--- src/mem_types_pkg.sv ---
////////////////////
// shared types and constants for the memory subsystem
// modules pull these in with a wildcard import in their header
////////////////////
package mem_types_pkg;

  // data path and address widths
  localparam int WORD_W = 32;
  localparam int ADDR_W = 32;

  // ram geometry of 64 words
  // word index is taken from address bits 7 down to 2
  localparam int RAM_DEPTH_LOG2 = 6;
  localparam int RAM_DEPTH = 1 << RAM_DEPTH_LOG2;

  // number of busy cycles before the access cycle
  localparam int RAM_LATENCY = 3;
  // enough bits to count the busy cycles down
  localparam int LAT_CNT_W = $clog2(RAM_LATENCY + 1);

  // one data word
  typedef logic [WORD_W-1:0] word_t;
  // byte address, low two bits ignored
  typedef logic [ADDR_W-1:0] addr_t;
  // word index into the ram array
  typedef logic [RAM_DEPTH_LOG2-1:0] word_idx_t;
  // latency down-counter
  typedef logic [LAT_CNT_W-1:0] lat_cnt_t;

  // ram condition in the current cycle
  typedef enum logic [1:0] {
    FREE,
    BUSY,
    ACCESS
  } ram_state_t;

endpackage

--- src/memory_control.sv ---
////////////////////
// arbiter and sequencer between the instruction port, the data port
// and the single word-wide ram
// data requests win over instruction fetches
// one access in flight
////////////////////
`timescale 1ns/100ps

module memory_control
  import mem_types_pkg::*;
(
  input  logic       CLK,
  input  logic       nRST,
  // instruction requester
  input  logic       iREN,
  input  addr_t      iaddr,
  // data requester
  input  logic       dREN,
  input  logic       dWEN,
  input  addr_t      daddr,
  input  word_t      dstore,
  // replies to the requesters
  output logic       iwait,
  output logic       dwait,
  output word_t      iload,
  output word_t      dload,
  // ram side
  output logic       ramREN,
  output logic       ramWEN,
  output addr_t      ramaddr,
  output word_t      ramstore,
  input  ram_state_t ramstate,
  input  word_t      ramload
);

  // sequencer states
  // read and write states hold the ram strobe until access
  // grab and send states last one cycle and present the word
  typedef enum logic [2:0] {
    IDLE,
    READ_INSTR,
    GRAB_INSTR,
    READ_DATA,
    GRAB_DATA,
    WRITE_DATA,
    SEND_DATA
  } ctrl_state_t;

  ctrl_state_t state, next_state;

  // decoded data request
  // both strobes high counts as no request
  logic d_read_req;
  logic d_write_req;

  // word captured on the access cycle
  word_t load_q;

  assign d_read_req  = dREN & ~dWEN;
  assign d_write_req = dWEN & ~dREN;

  // next state decode
  always_comb begin
    next_state = state;
    case (state)
      IDLE: begin
        // data port has priority
        if (d_read_req) begin
          next_state = READ_DATA;
        end else if (d_write_req) begin
          next_state = WRITE_DATA;
        end else if (iREN) begin
          // fetch only when the data port is quiet
          next_state = READ_INSTR;
        end
      end
      READ_INSTR: begin
        // wait through free and busy until the ram reports access
        if (ramstate == ACCESS) begin
          next_state = GRAB_INSTR;
        end
      end
      READ_DATA: begin
        if (ramstate == ACCESS) begin
          next_state = GRAB_DATA;
        end
      end
      WRITE_DATA: begin
        // write is committed at the edge leaving access
        if (ramstate == ACCESS) begin
          next_state = SEND_DATA;
        end
      end
      // completion cycles always go back to idle
      GRAB_INSTR: next_state = IDLE;
      GRAB_DATA:  next_state = IDLE;
      SEND_DATA:  next_state = IDLE;
      default:    next_state = IDLE;
    endcase
  end

  // outputs from the current state
  always_comb begin
    // requester side defaults
    iwait    = 1'b0;
    dwait    = 1'b0;
    iload    = '0;
    dload    = '0;
    // ram side defaults
    ramREN   = 1'b0;
    ramWEN   = 1'b0;
    ramaddr  = '0;
    ramstore = '0;
    case (state)
      READ_INSTR: begin
        iwait   = 1'b1;
        ramREN  = 1'b1;
        ramaddr = iaddr;
      end
      GRAB_INSTR: begin
        // wait low for one cycle with the fetched word
        iload = load_q;
      end
      READ_DATA: begin
        dwait   = 1'b1;
        ramREN  = 1'b1;
        ramaddr = daddr;
      end
      GRAB_DATA: begin
        dload = load_q;
      end
      WRITE_DATA: begin
        dwait    = 1'b1;
        ramWEN   = 1'b1;
        ramaddr  = daddr;
        // store data travels with the write strobe
        ramstore = dstore;
      end
      SEND_DATA: begin
        // echo of the word that was written
        dload = load_q;
      end
      default: begin
        // idle keeps the defaults above
      end
    endcase
  end

  // state register
  always_ff @(posedge CLK, negedge nRST) begin
    if (!nRST) begin
      state <= IDLE;
    end else begin
      state <= next_state;
    end
  end

  // capture the ram word on the access cycle
  // the ram shows the stored word for writes as well
  always_ff @(posedge CLK) begin
    if (ramstate == ACCESS) begin
      load_q <= ramload;
    end
  end

endmodule

--- src/ram_model.sv ---
////////////////////
// word ram with a fixed access latency
// reports free, busy or access every cycle
// a strobe held from a free cycle completes RAM_LATENCY + 1 cycles later
////////////////////
`timescale 1ns/100ps

module ram_model
  import mem_types_pkg::*;
(
  input  logic       CLK,
  input  logic       nRST,
  input  logic       ramREN,
  input  logic       ramWEN,
  input  addr_t      ramaddr,
  input  word_t      ramstore,
  output ram_state_t ramstate,
  output word_t      ramload
);

  // storage array
  word_t mem [RAM_DEPTH];

  // busy cycles still to go
  lat_cnt_t count_q;

  // any access requested this cycle
  logic strobe;
  // word index, upper address bits are dropped
  word_idx_t idx;

  assign strobe = ramREN | ramWEN;
  assign idx    = ramaddr[RAM_DEPTH_LOG2+1:2];

  // free / busy / access sequencing
  always_ff @(posedge CLK, negedge nRST) begin
    if (!nRST) begin
      ramstate <= FREE;
      count_q  <= '0;
    end else begin
      case (ramstate)
        FREE: begin
          // first strobe cycle starts the countdown
          if (strobe) begin
            ramstate <= BUSY;
            count_q  <= lat_cnt_t'(RAM_LATENCY - 1);
          end
        end
        BUSY: begin
          if (!strobe) begin
            // requester gave up, abandon the access
            ramstate <= FREE;
          end else if (count_q == '0) begin
            ramstate <= ACCESS;
          end else begin
            count_q <= count_q - lat_cnt_t'(1);
          end
        end
        ACCESS: begin
          // one access cycle then back to free
          ramstate <= FREE;
        end
        default: begin
          ramstate <= FREE;
        end
      endcase
    end
  end

  // storage
  // cleared on reset, written at the edge that closes access
  always_ff @(posedge CLK, negedge nRST) begin
    if (!nRST) begin
      for (int i = 0; i < RAM_DEPTH; i++) begin
        mem[i] <= '0;
      end
    end else if ((ramstate == ACCESS) && ramWEN) begin
      mem[idx] <= ramstore;
    end
  end

  // read port
  // only valid on the access cycle, zero otherwise
  always_comb begin
    ramload = '0;
    if (ramstate == ACCESS) begin
      // a write shows the word being stored
      if (ramWEN) begin
        ramload = ramstore;
      end else begin
        ramload = mem[idx];
      end
    end
  end

endmodule

--- src/memory_system.sv ---
////////////////////
// memory subsystem top level
// connects the arbiter to the latency ram model
// exposes the instruction and data requester ports
////////////////////
`timescale 1ns/100ps

module memory_system
  import mem_types_pkg::*;
(
  input  logic  CLK,
  input  logic  nRST,
  // instruction port
  input  logic  iREN,
  input  addr_t iaddr,
  output logic  iwait,
  output word_t iload,
  // data port
  input  logic  dREN,
  input  logic  dWEN,
  input  addr_t daddr,
  input  word_t dstore,
  output logic  dwait,
  output word_t dload
);

  // ram bus between controller and ram
  logic       ram_ren;
  logic       ram_wen;
  addr_t      ram_addr;
  word_t      ram_store;
  ram_state_t ram_state;
  word_t      ram_load;

  // arbiter
  memory_control u_control (
    .CLK      (CLK),
    .nRST     (nRST),
    .iREN     (iREN),
    .iaddr    (iaddr),
    .dREN     (dREN),
    .dWEN     (dWEN),
    .daddr    (daddr),
    .dstore   (dstore),
    .iwait    (iwait),
    .dwait    (dwait),
    .iload    (iload),
    .dload    (dload),
    .ramREN   (ram_ren),
    .ramWEN   (ram_wen),
    .ramaddr  (ram_addr),
    .ramstore (ram_store),
    .ramstate (ram_state),
    .ramload  (ram_load)
  );

  // storage
  ram_model u_ram (
    .CLK      (CLK),
    .nRST     (nRST),
    .ramREN   (ram_ren),
    .ramWEN   (ram_wen),
    .ramaddr  (ram_addr),
    .ramstore (ram_store),
    .ramstate (ram_state),
    .ramload  (ram_load)
  );

endmodule

--- config.mk ---
export PLATFORM = sky130hd
export DESIGN_NAME = memory_system
export DESIGN_NICKNAME = d
export VERILOG_FILES = /design/src/mem_types_pkg.sv /design/src/memory_control.sv /design/src/ram_model.sv /design/src/memory_system.sv
export SDC_FILE = /design/constraint.sdc
export NUM_CORES = 2
export LEC_CHECK = 0
export BUFFER_PORTS_ARGS = -buffer_cell sky130_fd_sc_hd__buf_2
export CORE_ASPECT_RATIO = 1.75
export CORE_MARGIN = 10
export CORE_UTILIZATION = 60
export DETAILED_ROUTE_END_ITERATION = 8
export GPL_ROUTABILITY_DRIVEN = 0
export PLACE_DENSITY_LB_ADDON = 0.3
export SETUP_SLACK_MARGIN = 0.1
export SLEW_MARGIN = 20
export SYNTH_ARGS = -nofsm -noshare
export SYNTH_HDL_FRONTEND = slang
export SYNTH_SLANG_ARGS = --single-unit
--- constraint.sdc ---
create_clock -name CLK -period 3.7 [get_ports CLK]
set_input_delay 0.925 -clock CLK [delete_from_list [all_inputs] [get_ports CLK]]
set_output_delay 0.925 -clock CLK [all_outputs]
set_load 0.02 [all_outputs]
Yosys cells after proc, flatten, opt, wreduce, memory -nomap -nowiden:

Index checks and enable logic that the tools add are counted.

* equality and inequality tests: 16
* muxes and demuxes: 30
* add/sub/neg operators: 1
* reduce and logical (&&, ||, !) cells: 12
* magnitude comparators: 2
* bitwise gates (word level): 6

Operators with widths (count)
* $bwmux 2048: 1
* $mux 32: 7
* $bmux 32 s6: 1
* $demux 32 s6: 1
* $mux 3: 6
* $pmux 8 s2: 1
* $mux 2: 6
* $pmux 3 s4: 1
* $ne 2x1->1 const B: 5
* $eq 3x3->1 const B: 3
* $pmux 2 s2: 2
* $reduce_and 4->1: 2
* $ge 7x7->1 const B: 1
* $lt 7x1->1 const B: 1
* $not 6->7: 1
* $eq 3x2->1 const B: 2
* $reduce_or 2->1: 3
* $logic_not 2->1: 2
* $mux 1: 4
* $ne 4x2->1 const B: 1
* $eq 3x1->1 const B: 1
* $logic_not 3->1: 1
* $ne 3x3->1 const B: 1
* $and 1x1->1: 2
* other kinds (9): 11

* output and inout port bits: 66
* flip-flop bits (word level): 2087

Longest topological paths before layout:

* depth in word-level cells: 9
* depth in mapped cells: 13
* depth with buffers taken out: 8

By module:

A second synthesis with hierarchy kept.

* cells, all modules: 7070
* area, all modules: 96117.2 um^2

By module, submodules not included
* ram_model: sequential area each 51349.2 um^2, times used 1, cells an instance 6863, area an instance 93925.1 um^2
* memory_control: sequential area each 1036.0 um^2, times used 1, cells an instance 207, area an instance 2192.1 um^2

Worst setup path after synthesis:

Ideal clock, no wire load.

* path type: input to register
* start point: input daddr[2]
* end point: register u_control.load_q[13] (data pin)
* data arrival time: 2.912 ns
* setup slack: 0.517 ns
* library setup time: 0.272 ns
* cell stages on the path: 9
* required time: 3.428 ns
* cell sequence: mux2_2 > a21oi_2 > buf_2 > buf_2 > mux2i_1 > o22ai_1 > a221o_1 > a2111oi_0 > a21oi_1

* cells in the longest elaborated chain, start to end: 6

RTL lines
* start: declaration: RTL line memory_system.sv:21 `input addr_t daddr,`
* $pmux 8 s2: RTL line memory_control.sv:114 `case (state)`
* $not 6->7 (implied by the code): RTL line ram_model.sv:91 `ramload = mem[idx];`
* $bmux 32 s6: RTL line ram_model.sv:91
* $mux 32 (implied by the code) (2 in series): RTL line ram_model.sv:91
* $mux 32: RTL line ram_model.sv:88 `if (ramWEN) begin`
* end signal: assignment: RTL line memory_control.sv:162 `load_q <= ramload;`
* end: declaration: RTL line memory_control.sv:57 `word_t load_q;`

Every way passes these cells. The select of a mux whose other input is x is not followed.
A chain may end at the register's enable or synchronous reset.

Final worst setup path:

* start point: register u_control.state[2]
* end point: register u_control.load_q[3] (data pin)

* cells in the longest elaborated chain, start to end: 8
* elaborated cells between the ends (all ways): 12
* classes of those cells: 3 x eq/ne; 7 x mux; 1 x bitwise; 1 x reduce/logical

RTL lines
* start: declaration: RTL line memory_control.sv:49 `ctrl_state_t state, next_state;`
* start signal: assignment: RTL line memory_control.sv:154 `state <= next_state;`
* $eq 3x2->1 or $eq 3x3->1 (tied branches): RTL line memory_control.sv:114
* $reduce_or 2->1 (no line)
* $pmux 8 s2: RTL line memory_control.sv:114
* $not 6->7 (implied by the code): RTL line ram_model.sv:91
* $bmux 32 s6: RTL line ram_model.sv:91
* $mux 32 (implied by the code) (2 in series): RTL line ram_model.sv:91
* $mux 32 (*): RTL line ram_model.sv:88

Every way passes the cells marked *; elsewhere a longest branch is shown, timed or not. The select of a mux whose other input is x is not followed.

==> results.md <==
* Status: finished, final reports clean
* Post-synth ARST share at 98.5%
* Cell depth of the worst flop-to-flop path at 13
* Worst setup path startpoint: u_control.state[2]$_DFFE_PN0P_
* Post-DP HPWL at 197,000 um
* Worst r2r src: u_control.state[2]$_DFFE_PN0P_
* Initial DRC Count at 10,400
* #FFs+latches synth at 2,087
* Die W at 314 um
* Routed vias/inst at 6.53
* Reg2Reg Capture Point: u_control.load_q[3]$_DFFE_PP_
* Switching part of the total at 36.0%
* DR vias at 79,500
* Initial Util at 60.3%
* Worst Path Required at 4.20 ns
* Most common cell after layout, fill and taps aside: nand2_1
* Post-Syn Area per Cell at 9.09 um^2
* Power Dens Cells at 586 nW/um^2
* First drt pass iteration count at 8
* Post-Synthesis Cells at 9,962
* Int Power at 39.1 mW
* Port Buf Inserts at 114
* Routed WL per cell at 25.6 um
* Core Box Area at 150,000 um^2
* Finished Core Util at 69.5%
* CP endpoint kind: register
* Final Hold Vio Count at 0
* Slew @ Worst Pin at 0.995 ns
* Max Cap Viol at 0
* Ys flop type: dfrtp_1
* Setup violations, final at 0
* Vias in the first global route at 79,700
* I/O pin count at 167
* GRT Util Overall at 36.5%
* Final antenna-violating net count at 0
* DRC violations left at 0
* Ys Warns at 0
* Crit Path Category: register to register
* Clk sinks at 2,087
* H-tree lvl count at 4
* Hold Crit Class: primary input to async pin
* Critical path arrival at 4.19 ns
* Combinational group share of total power at 30.2%
* Tmin final at 3.70 ns
* Total Wirelength at 311,000 um
* Design area at 104,000 um^2
* Clk_skew at 0.0311 ns
* Maximum net fanout on the critical path at 14
* Slew margin rel. at 33.7%
* Initial antenna violation count at 14
* Multi-input combinational cell area at 35,000 um^2
* Clock slew at reported path FFs at 0.07 ns
* Leak pwr at 44.4 nW
* Peak supply drop at 0.000485 V
* CTS tree: built
* Post-Syn Nets at 10,100
* CTS buffer count at 182
* Commonest cells after routing, fill and taps aside: 2,915 x nand2_1, 2,053 x dfrtp_1, 1,810 x o21ai_0
* Seq/Total Area, Yosys at 57.9%
* Type of origin of the critical path: register
* Clock Path Buffers at 4
* Area Growth Syn to Fin at 15.1%
* Clock network power share at 31.6%
* Area after DPL at 98,000 um^2
* Final net count at 10,100
* EDFF count, synth at 32
* FF-to-FF setup slack at 0.004 ns
* Layout cells sized above 1 at 12.5%
* Post-Syn Area at 90,500 um^2
* CTS hold repair buffers at 0
* Synth unique cells at 58
* RSZ-0062 raised after global routing: true
* Worst skew pair latency at 0.84 ns
* GRT Residual Overflow at 0
* Max Slew Vio Count at 0
* Reg power frac at 38.2%
* Largest net degree at the start of global routing at 123
* Final Cycle Share at 99.9%
* Die Area at 167,000 um^2
* Die H at 534 um
* Storage element area at 52,400 um^2
* Root Buffer Master: clkbuf_16
* First-pass GRT wire length at 470,000 um
* Psw at 22.0 mW
* Rows at 188
* Max Clk Rate at 271 MHz
* Filler cells at 10,900
per-layer routing:
layer  track usage (%)  part of all wire (%)  vias to the layer above
met5                 0                 0.028                        -
met4              28.9                   8.9                       14
met3              8.60                    11                     1600
met2              57.7                    46                     5193
met1              42.6                    34                    38500
li1                  -                     -                    34200
through the flow:
stage	total power, mW	TNS, ns	setup WS (ns)	std cells	hold slack (ns)
2_1_floorplan	30.9	0	0.517	9962	0.444
3_3_place_gp	40.9	-10.76	-0.653	11800	0.457
3_5_place_dp	41.0	-11.96	-0.698	11800	0.466
4_1_cts	60.0	0	0.0938	12200	0.0475
5_1_grt	62.0	0	0.0183	12200	0.0872
6_report	61.0	0	0.00424	12200	0.0585
how the worst max path moves through the flow:
| stage | end | slack (ns) | cells after the start |
|---|---|---|---|
| floorplan | u_control.load_q[13]$_DFFE_PP_ | 0.52 | 9 |
| global placement | u_control.load_q[30]$_DFFE_PP_ | -0.65 | 14 |
| detailed placement | u_control.load_q[30]$_DFFE_PP_ | -0.70 | 14 |
| CTS | u_control.load_q[30]$_DFFE_PP_ | 0.09 | 12 |
| global route | u_control.load_q[30]$_DFFE_PP_ | 0.02 | 13 |
| finish | u_control.load_q[3]$_DFFE_PP_ | 0.004 | 13 |
cells in the mapped netlist (4+ instances only):
library cell / n / area (um^2)
o21ai_1: 294 / 1470
nand3_1: 40 / 200
nor2_2: 5 / 31.3
a2111oi_0: 10 / 87.6
and2_1: 66 / 413
a22oi_1: 151 / 1130
a222oi_1: 12 / 120
o22a_1: 4 / 35.0
and3_1: 7 / 43.8
clkbuf_1: 742 / 2790
a21oi_1: 616 / 3080
buf_4: 7 / 52.6
inv_1: 7 / 26.3
o21ai_0: 1815 / 9080
o2bb2ai_1: 140 / 1230
nor4_1: 9 / 56.3
a221oi_1: 48 / 420
nor2_1: 60 / 225
mux2_2: 8 / 90.1
buf_2: 142 / 711
a221o_1: 17 / 170
mux2i_1: 249 / 2490
a31oi_1: 42 / 263
o22ai_1: 72 / 450
o211ai_1: 82 / 616
a211oi_1: 94 / 706
a41oi_1: 21 / 184
nor3_1: 8 / 40.0
nor3_2: 4 / 40.0
edfxtp_1: 32 / 961
a22o_1: 17 / 149
nand2_1: 3012 / 11300
dfrtp_1: 2055 / 51400
buf_1: 40 / 150
power groups by stage:
| stage | logic [mW] | clock network (mW) | registers (mW) |
|---|---|---|---|
| after detailed placement | 17.3 | 0 | 23.7 |
| after floorplan | 7.26 | 0 | 23.7 |
| final | 18.5 | 19.3 | 23.3 |
| after global placement | 17.1 | 0 | 23.7 |
| after CTS | 17.4 | 19.3 | 23.3 |
| after global routing | 18.5 | 20.2 | 23.3 |
worst max-delay path: stages (launching register included):
cell and delay [ns]:
dfrtp_2 0.46, buf_4 0.20, nor4bb_1 0.17, nor3_2 0.37, buf_4 0.20, nand2b_4 0.19, buf_16 0.21, buf_4 0.19
a21oi_1 0.06, a211oi_1 0.39, a21oi_1 0.16, nor4_1 0.34, buf_4 0.24, a41oi_1 0.15
final cells by class:
cell class	instances	area share, %
diodes	3	0.00720
clock inverters	49	0.516
well taps	1995	2.39
flip-flops and latches	2087	50.3
clock buffers	273	5.15
repair buffers	822	8.05
inverters	8	0.0288
multi-input cells	6936	33.6
registers in the layout, indices dropped and copies added, names as in the netlist:
| signal | cells |
|---|---|
| u_control.state | 3 |
| u_ram.mem | 2048 |
| u_control.load_q | 32 |
| u_ram.ramstate | 2 |
| u_ram.count_q | 2 |
cell families after synthesis:
family / after synthesis / share of synthesized area [%]
DFF: 2087 / 57.9
adders and majority gates: 3 / 0.0415
and+or+nand+nor: 3228 / 13.8
buffers and inverters: 939 / 4.12
xor gates and xnor gates: 1 / 0.00968
muxes: 257 / 2.85
AOI/OAI and AO/OA: 3447 / 21.3
repair_timing:
action	CTS	global route
buffers inserted	2	3
endpoints found under the setup margin	29	89
gates cloned	0	2
pin swaps	1	8
endpoints found under the hold margin	0	0
gates resized for setup	7	46
Power figures use the tool's default switching activity.
